### config.mk
export PLATFORM = sky130hd
export DESIGN_NAME = exec_cluster
export DESIGN_NICKNAME = d
export VERILOG_FILES = /design/src/rtl/core_pkg.sv /design/src/rtl/exec_cluster.sv /design/src/rtl/rs_issue.sv /design/src/rtl/rs_dispatch.sv /design/src/rtl/rs_entry.sv /design/src/rtl/alu.sv
export SDC_FILE = /design/constraint.sdc
export NUM_CORES = 2
export LEC_CHECK = 0
export BUFFER_PORTS_ARGS = -buffer_cell sky130_fd_sc_hd__buf_2
export CORE_MARGIN = 10
export CORE_UTILIZATION = 34
export CTS_CLUSTER_SIZE = 28
export DETAILED_ROUTE_END_ITERATION = 7
export PLACE_DENSITY = 0.57
export SLEW_MARGIN = 15
export SYNTH_ARGS = -nofsm -noshare
export SYNTH_HDL_FRONTEND = slang
export SYNTH_SLANG_ARGS = --single-unit
### constraint.sdc
create_clock -name clk_in -period 8.39 [get_ports clk_in]
set_clock_uncertainty 0.1 [all_clocks]
set_input_delay 0.839 -clock clk_in [delete_from_list [all_inputs] [get_ports clk_in]]
set_output_delay 0.839 -clock clk_in [all_outputs]
set_load 0.03 [all_outputs]
### src/rtl/core_pkg.sv
/* shared widths, opcodes and bus structs for the execution cluster
   imported by every RTL module and by the testbench */
package core_pkg;

  localparam int XLEN      = 32;
  localparam int ROB_TAG_W = 4;

  typedef logic [ROB_TAG_W-1:0] rob_tag_t;

  // integer, branch and jump operations handled by the ALU
  typedef enum logic [4:0] {
    ADD, SUB, AND, OR, XOR,
    SLL, SRL, SRA, SLT, SLTU,
    BEQ, BNE, BLT, BGE, BLTU, BGEU,
    JAL, JALR, LUI, AUIPC
  } alu_op_e;

  // source operand holding a value or the tag it waits on
  typedef struct packed {
    logic            valid;
    rob_tag_t        tag;
    logic [XLEN-1:0] value;
  } operand_t;

  typedef struct packed {
    alu_op_e         op;
    rob_tag_t        dest;
    logic [XLEN-1:0] pc;
    logic [XLEN-1:0] imm;
    operand_t        src1;
    operand_t        src2;
  } rs_op_t;

  // one result broadcast on a common data bus
  typedef struct packed {
    logic            valid;
    rob_tag_t        tag;
    logic [XLEN-1:0] value;
  } cdb_t;

  typedef struct packed {
    logic [XLEN-1:0] result;
    logic [XLEN-1:0] jump_pc;
  } alu_result_t;

  // pick up a waiting operand's value from either broadcast bus
  function automatic operand_t resolve_operand(operand_t src, cdb_t alu_bus, cdb_t ext_bus);
    operand_t res;
    res = src;
    if (!src.valid) begin
      if (alu_bus.valid && alu_bus.tag == src.tag) begin
        res.valid = 1'b1;
        res.value = alu_bus.value;
      end else if (ext_bus.valid && ext_bus.tag == src.tag) begin
        res.valid = 1'b1;
        res.value = ext_bus.value;
      end
    end
    return res;
  endfunction

endpackage
### src/rtl/exec_cluster.sv
/* out-of-order execution cluster with reservation station slots and ALU
   takes dispatched ops and broadcasts results on alu_cdb */
`timescale 1ns/1ps

module exec_cluster import core_pkg::*; #(
  parameter int RS_SIZE = 4
) (
  input  logic            clk_in,
  input  logic            reset,
  input  logic            rdy_in,
  input  logic            jump_wrong,
  input  logic            dispatch_valid,
  input  rs_op_t          dispatch_op,
  input  cdb_t            ext_cdb,
  output logic            rs_full,
  output cdb_t            alu_cdb,
  output logic [XLEN-1:0] alu_jump_pc
);

  logic [RS_SIZE-1:0] write;
  logic [RS_SIZE-1:0] issue;
  logic [RS_SIZE-1:0] busy;
  logic [RS_SIZE-1:0] ready;
  rs_op_t             write_op;
  rs_op_t             slot_op [RS_SIZE];

  rs_dispatch #(.RS_SIZE(RS_SIZE)) rs_dispatch_ (
    .dispatch_valid (dispatch_valid),
    .dispatch_op    (dispatch_op),
    .rdy_in         (rdy_in),
    .jump_wrong     (jump_wrong),
    .busy           (busy),
    .alu_cdb        (alu_cdb),
    .ext_cdb        (ext_cdb),
    .write          (write),
    .write_op       (write_op),
    .rs_full        (rs_full)
  );

  for (genvar i = 0; i < RS_SIZE; i++) begin : g_slot
    rs_entry rs_entry_ (
      .clk_in     (clk_in),
      .reset      (reset),
      .rdy_in     (rdy_in),
      .jump_wrong (jump_wrong),
      .write      (write[i]),
      .write_op   (write_op),
      .issue      (issue[i]),
      .alu_cdb    (alu_cdb),
      .ext_cdb    (ext_cdb),
      .busy       (busy[i]),
      .ready      (ready[i]),
      .op         (slot_op[i])
    );
  end

  rs_issue #(.RS_SIZE(RS_SIZE)) rs_issue_ (
    .clk_in      (clk_in),
    .reset       (reset),
    .rdy_in      (rdy_in),
    .jump_wrong  (jump_wrong),
    .ready       (ready),
    .slot_op     (slot_op),
    .issue       (issue),
    .alu_cdb     (alu_cdb),
    .alu_jump_pc (alu_jump_pc)
  );

endmodule

### src/rtl/rs_issue.sv
/* issue side of the reservation station
   grants the lowest ready slot, runs the ALU and registers the broadcast */
`timescale 1ns/1ps

module rs_issue import core_pkg::*; #(
  parameter int RS_SIZE = 4
) (
  input  logic               clk_in,
  input  logic               reset,
  input  logic               rdy_in,
  input  logic               jump_wrong,
  input  logic [RS_SIZE-1:0] ready,
  input  rs_op_t             slot_op [RS_SIZE],
  output logic [RS_SIZE-1:0] issue,
  output cdb_t               alu_cdb,
  output logic [XLEN-1:0]    alu_jump_pc
);

  localparam int IDX_W = (RS_SIZE > 1) ? $clog2(RS_SIZE) : 1;

  logic             grant_en;
  logic             grant;
  logic [IDX_W-1:0] grant_idx;
  rs_op_t           sel_op;
  alu_result_t      alu_out;

  logic             cdb_valid;
  rob_tag_t         cdb_tag;
  logic [XLEN-1:0]  cdb_value;
  logic [XLEN-1:0]  jump_pc_q;

  assign grant_en = rdy_in && !jump_wrong;

  // lowest-index ready slot wins
  always_comb begin
    grant     = 1'b0;
    grant_idx = '0;
    issue     = '0;
    for (int i = 0; i < RS_SIZE; i++) begin
      if (grant_en && ready[i] && !grant) begin
        grant     = 1'b1;
        grant_idx = IDX_W'(i);
        issue[i]  = 1'b1;
      end
    end
  end

  assign sel_op = slot_op[grant_idx];

  alu alu_ (
    .op     (sel_op.op),
    .a      (sel_op.src1.value),
    .b      (sel_op.src2.value),
    .pc     (sel_op.pc),
    .imm    (sel_op.imm),
    .result (alu_out)
  );

  // broadcast strobe lasts one unfrozen cycle
  always_ff @(posedge clk_in) begin
    if (reset) begin
      cdb_valid <= 1'b0;
    end else if (rdy_in) begin
      cdb_valid <= grant;
    end
  end

  always_ff @(posedge clk_in) begin
    if (grant) begin
      cdb_tag   <= sel_op.dest;
      cdb_value <= alu_out.result;
      jump_pc_q <= alu_out.jump_pc;
    end
  end

  assign alu_cdb.valid = cdb_valid;
  assign alu_cdb.tag   = cdb_tag;
  assign alu_cdb.value = cdb_value;
  assign alu_jump_pc   = jump_pc_q;

endmodule

### src/rtl/rs_dispatch.sv
/* dispatch side of the reservation station
   picks the lowest free slot and forwards same-cycle broadcasts */
`timescale 1ns/1ps

module rs_dispatch import core_pkg::*; #(
  parameter int RS_SIZE = 4
) (
  input  logic               dispatch_valid,
  input  rs_op_t             dispatch_op,
  input  logic               rdy_in,
  input  logic               jump_wrong,
  input  logic [RS_SIZE-1:0] busy,
  input  cdb_t               alu_cdb,
  input  cdb_t               ext_cdb,
  output logic [RS_SIZE-1:0] write,
  output rs_op_t             write_op,
  output logic               rs_full
);

  logic accept;
  logic found;

  assign rs_full = &busy;
  assign accept  = dispatch_valid && !rs_full && rdy_in && !jump_wrong;

  // one-hot strobe on the lowest free slot
  always_comb begin
    write = '0;
    found = 1'b0;
    for (int i = 0; i < RS_SIZE; i++) begin
      if (accept && !busy[i] && !found) begin
        write[i] = 1'b1;
        found    = 1'b1;
      end
    end
  end

  // a tag broadcast in the dispatch cycle would be missed by the slot
  always_comb begin
    write_op      = dispatch_op;
    write_op.src1 = resolve_operand(dispatch_op.src1, alu_cdb, ext_cdb);
    write_op.src2 = resolve_operand(dispatch_op.src2, alu_cdb, ext_cdb);
  end

endmodule

### src/rtl/rs_entry.sv
/* one reservation-station slot, woken by the ALU and external broadcasts
   loaded by dispatch and freed by issue */
`timescale 1ns/1ps

module rs_entry import core_pkg::*; (
  input  logic   clk_in,
  input  logic   reset,
  input  logic   rdy_in,
  input  logic   jump_wrong,
  input  logic   write,
  input  rs_op_t write_op,
  input  logic   issue,
  input  cdb_t   alu_cdb,
  input  cdb_t   ext_cdb,
  output logic   busy,
  output logic   ready,
  output rs_op_t op
);

  operand_t src1_next;
  operand_t src2_next;

  assign src1_next = resolve_operand(op.src1, alu_cdb, ext_cdb);
  assign src2_next = resolve_operand(op.src2, alu_cdb, ext_cdb);

  // occupancy
  always_ff @(posedge clk_in) begin
    if (reset) begin
      busy <= 1'b0;
    end else if (rdy_in) begin
      if (jump_wrong) begin
        busy <= 1'b0;
      end else if (write) begin
        busy <= 1'b1;
      end else if (issue) begin
        busy <= 1'b0;
      end
    end
  end

  // held operation and operand wake-up
  always_ff @(posedge clk_in) begin
    if (rdy_in) begin
      if (write) begin
        op <= write_op;
      end else begin
        op.src1 <= src1_next;
        op.src2 <= src2_next;
      end
    end
  end

  // wake-up is registered, so a woken slot issues one cycle later
  assign ready = busy && op.src1.valid && op.src2.valid;

endmodule

### src/rtl/alu.sv
/* combinational RV32I ALU for integer, branch and jump operations
   fed by the issue stage, result registered outside */
`timescale 1ns/1ps

module alu import core_pkg::*; (
  input  alu_op_e         op,
  input  logic [XLEN-1:0] a,
  input  logic [XLEN-1:0] b,
  input  logic [XLEN-1:0] pc,
  input  logic [XLEN-1:0] imm,
  output alu_result_t     result
);

  logic [XLEN-1:0] pc_plus_4;
  logic [XLEN-1:0] pc_plus_imm;
  logic [XLEN-1:0] jalr_target;
  logic [4:0]      shamt;
  logic            taken;

  assign pc_plus_4   = pc + 32'd4;
  assign pc_plus_imm = pc + imm;
  assign jalr_target = (a + imm) & ~32'd1;
  assign shamt       = b[4:0];

  // branch condition
  always_comb begin
    case (op)
      BEQ:     taken = (a == b);
      BNE:     taken = (a != b);
      BLT:     taken = ($signed(a) < $signed(b));
      BGE:     taken = ($signed(a) >= $signed(b));
      BLTU:    taken = (a < b);
      BGEU:    taken = (a >= b);
      default: taken = 1'b0;
    endcase
  end

  always_comb begin
    result.result  = '0;
    result.jump_pc = '0;
    case (op)
      ADD:   result.result = a + b;
      SUB:   result.result = a - b;
      AND:   result.result = a & b;
      OR:    result.result = a | b;
      XOR:   result.result = a ^ b;
      SLL:   result.result = a << shamt;
      SRL:   result.result = a >> shamt;
      SRA:   result.result = $unsigned($signed(a) >>> shamt);
      SLT:   result.result = {31'd0, $signed(a) < $signed(b)};
      SLTU:  result.result = {31'd0, a < b};
      LUI:   result.result = imm;
      AUIPC: result.result = pc_plus_imm;
      BEQ, BNE, BLT, BGE, BLTU, BGEU: begin
        result.result  = {31'd0, taken};
        // not-taken branches resume at the next instruction
        result.jump_pc = taken ? pc_plus_imm : pc_plus_4;
      end
      JAL: begin
        result.result  = pc_plus_4;
        result.jump_pc = pc_plus_imm;
      end
      JALR: begin
        result.result  = pc_plus_4;
        result.jump_pc = jalr_target;
      end
      default: result.result = '0;
    endcase
  end

endmodule

==> run summary <==
The gate count of the mapped netlist came out at roughly 4800. TritonCTS built the clock tree. The first global-routing pass estimated 318000 um of wire.

In this run the register-to-register setup slack is 220 ps. CTS placed an instance of sky130_fd_sc_hd__clkbuf_16 at the clock tree root. Setup repair after global routing left no endpoint under its margin. The total iterations of the first detailed-routing run came out at 6. For this run, design rule violations remaining after detail routing come to 0.

The fraction of the yosys area taken by sequential cells is 0.428. The data arrival time of the worst path came out at 8360 ps. For this design, the slowest cell found on the critical path is sky130_fd_sc_hd__o311ai_0. Once the clock tree was built, the resizer swapped 0 gates to a different size. The buffer count from post-CTS setup fixing came out at 0. For the pin with the worst max-slew slack, the measured transition is 1330 ps. In this run the critical register-to-register path is captured at rs_issue_.cdb_value[24]. The element type at the critical path end is a register. The leakage component of the power came out at between 15 and 20 nW. The maximum frequency from static timing analysis came out at roughly 120 MHz. The initial cell density of the core came out at 0.342. The worst hold endpoint is g_slot[2].rs_entry_.op[78]. The smallest clock period supported by the final layout is computed as 8170 ps. The critical path data required time came out at between 8000 and 9000 ps. The number of nets produced by synthesis came out at between 5000 and 6000.

Synthesis instantiated ~110 different standard cells from the library. The die extent in y came out at 389 um. The number of inserted filler cells in the final layout is 13400. The number of pins with negative max-slew slack in the final report is 0. In this run the most critical hold path is launched from dispatch_op[78]. Across all hold checks on the routed design, the worst slack comes to 241 ps.

The critical path goes through nand3_1, buf_4, nor3_4, buf_12, a221oi_4, nand2_4, buf_4, ha_1, inv_1, fa_1, nor2b_1, o311ai_0, a21oi_1, o21ai_0, o221a_2, o211ai_1, a21boi_0, o311ai_0, nand4b_1. The number of setup violations in the final report is 0. Across all layers, the routed design uses about 43000 vias. During I/O placement, the number of pins put on the boundary was 259. The number of max-capacitance violations reported came out at 0. The maximum resistive drop on vdd came out at 0.130 mV. Along the worst hold path, the cell count comes to 1. The mapped netlist covers between 0.04 and 0.05 mm^2.

The synthesis warning total came out at 0. Counting flops and latches in the post-synthesis netlist gives 661. The wire-length estimate of the detail-placed layout is 170000 um. In the routed layout, each cell is associated on average with a via count of 6.39.

The part of the cycle the worst path needs is 0.974. For this block, the initial DRC count from the detailed router was 5198. The library cells used most frequently in the layout, excluding fill and tap cells, are sky130_fd_sc_hd__edfxtp_1, sky130_fd_sc_hd__a21oi_1, sky130_fd_sc_hd__nand2_1.

The worst setup path is launched from a register. The number of cell rows came out at 135. The number of buffers on the longest clock path came out at 3. The mean routed wirelength per cell is 34.0 um. The width of the chip is 389 um.

The reg-to-reg startpoint is g_slot[1].rs_entry_.busy. The overall power came out at 8.24 mW. Entering global routing, the biggest net connects 159 pins. The count of endpoints failing hold in the final timing report was 0. After the last flow step, the layout net total stands at around 5200. The synthesized area per cell is about 9.6 um^2. The fraction of final layout cells sized beyond drive strength 1 is 0.144.

The dominant synthesized flop cell is sky130_fd_sc_hd__edfxtp_1. Summed over all layers, the routed wires come to 230000 um. The count of H-tree levels built during CTS is 3. After synthesis, the share of flip-flops with an asynchronous set or reset is 0.

In this run the power density over the cells is 158 mW/mm^2. The via count of the first global-routing pass is between 30000 and 40000. The run finished with clean final reports. The clock latency of the later-clocked register in the worst-skew pair is 730 ps.

The final estimated routing congestion in global placement came out at 1.09. The worst setup path is of the register to register kind. The total clock sinks came out at 661.

The number of antenna violations at the first check in global routing came out at 27. The cts-stage hold buffer count came out at 0. The number of enable flip-flop cells after synthesis came out at 656. The area growth from synthesis to layout came out at 13.2%. Buffers placed on the I/O ports in this run total 258. For this run, the total global-route usage over all layers was measured as 0.289. The overall overflow remaining after global route is 0. The die footprint is 0.151 mm^2.

The clock slew seen by the registers of the worst setup and hold paths came out at 60 ps. In this run the tightest slew margin relative to its limit is 0.109. The number of buffers added by the clock tree synthesis step is 77. The area inside the core boundary is 0.135 mm^2.

The setup TNS is 0 ps. For this run, the slowest stage of the critical path takes 990 ps. The detail route stage leaves a number of antenna-violating nets equal to 0. The number of cells on the worst reg-to-reg path came out at 19. In this run the worst path has a maximum fanout of 64.

The leading cell type in the layout, fill and taps excluded is sky130_fd_sc_hd__edfxtp_1. The tightest min-delay check is of the input port to register type.
==> state kept, by name (all words and copies together), names as in the netlist <==
register / cells
rs_issue_.alu_jump_pc: 32
g_slot.rs_entry_.busy: 4
rs_issue_.cdb_tag: 4
rs_issue_.cdb_valid: 1
g_slot.rs_entry_.op: 588
rs_issue_.cdb_value: 32
==> layout make-up <==
| cell class | instances | area (um^2) | area share |
|---|---|---|---|
| Clock buffer | 88 | 1970 | 0.0376 |
| Timing Repair Buffer | 440 | 2790 | 0.0534 |
| Clock inverter | 50 | 638 | 0.0122 |
| Sequential cell | 661 | 19800 | 0.378 |
| Inverter | 146 | 561 | 0.0107 |
| Tap cell | 1781 | 2230 | 0.0426 |
| Antenna cell | 9 | 22.5 | 0.000431 |
| Multi-Input combinational cell | 3571 | 24300 | 0.465 |
==> worst max path at each step <==
stage	end	slack, ps	cells past startpoint	start
global route	rs_issue_.cdb_value[24]	410	19	g_slot[1].rs_entry_.busy
floorplan	rs_issue_.alu_jump_pc[12]	2220	23	jump_wrong
detailed placement	rs_issue_.cdb_value[24]	350	20	rdy_in
finish	rs_issue_.cdb_value[24]	220	19	g_slot[1].rs_entry_.busy
global placement	rs_issue_.cdb_value[29]	150	17	rdy_in
CTS	rs_issue_.cdb_value[24]	670	19	g_slot[1].rs_entry_.busy
==> routing by layer <==
metal  up-vias  global-route usage  part of all wire
met5         -                   0           0.00090
met4        30               0.134             0.052
met3       493              0.0733             0.097
met2      2535               0.423              0.42
met1     21300               0.397              0.43
li1      18700                   -                 -
==> critical path, delay by kind of cell, from the launching register on <==
kind	cells	cell delay [ps]
buffers and inverters	4	1480
AO/OA/AOI/OAI	8	3100
flip-flops	1	530
adder cells (fa/ha/maj)	2	920
AND/OR/NAND/NOR	5	1590
==> metrics by stage <==
step                       util  std cells  cell area [um^2]  setup slack, ps
final                     0.387       6746             52300              222
after global routing      0.386       6737             52300              411
after CTS                 0.386       6737             52300              673
after detailed placement  0.367       6599             49700              351
after global placement    0.367       6596             49600              151
after floorplan               -       4810             46200             2220
==> power breakdown <==
group / internal (mW) / switching (mW)
combinational: 0.337 / 0.702
clock: 2.02 / 1.49
sequential: 3.67 / 0.0168
==> kinds of logic (layout without fill, tap and decap cells) <==
logic type | after synthesis | in the layout | synth area share
other | 0 | 9 | 0
AO/OA/AOI/OAI | 1676 | 1676 | 0.248
XOR/XNOR | 177 | 177 | 0.0335
multiplexers | 182 | 182 | 0.0412
AND/OR/NAND/NOR | 1373 | 1373 | 0.151
flip-flops | 661 | 661 | 0.428
buffers and inverters | 578 | 724 | 0.0532
adder cells (fa/ha/maj) | 163 | 163 | 0.0448
==> cells in the mapped netlist (55+ instances only) <==
| library cell | number | area [um^2] |
|---|---|---|
| sky130_fd_sc_hd__nand4_1 | 81 | 507 |
| sky130_fd_sc_hd__inv_1 | 139 | 522 |
| sky130_fd_sc_hd__a21oi_1 | 500 | 2500 |
| sky130_fd_sc_hd__ha_1 | 159 | 1990 |
| sky130_fd_sc_hd__nand2_1 | 344 | 1290 |
| sky130_fd_sc_hd__edfxtp_1 | 656 | 19700 |
| sky130_fd_sc_hd__nor2_1 | 282 | 1060 |
| sky130_fd_sc_hd__o21ai_0 | 145 | 726 |
| sky130_fd_sc_hd__mux2i_1 | 126 | 1260 |
| sky130_fd_sc_hd__buf_2 | 76 | 380 |
| sky130_fd_sc_hd__clkbuf_1 | 250 | 938 |
| sky130_fd_sc_hd__buf_1 | 70 | 263 |
| sky130_fd_sc_hd__a211oi_1 | 260 | 1950 |
| sky130_fd_sc_hd__nor2b_1 | 239 | 1500 |
| sky130_fd_sc_hd__xor2_1 | 90 | 788 |
| sky130_fd_sc_hd__o22ai_1 | 140 | 876 |
| sky130_fd_sc_hd__a31oi_1 | 55 | 344 |
| sky130_fd_sc_hd__o22a_1 | 73 | 639 |
| sky130_fd_sc_hd__a221o_1 | 76 | 761 |
| sky130_fd_sc_hd__xnor2_1 | 87 | 762 |
| sky130_fd_sc_hd__nand3_1 | 139 | 696 |
| sky130_fd_sc_hd__nor3_1 | 82 | 410 |
(Power assumes the default switching activity.)
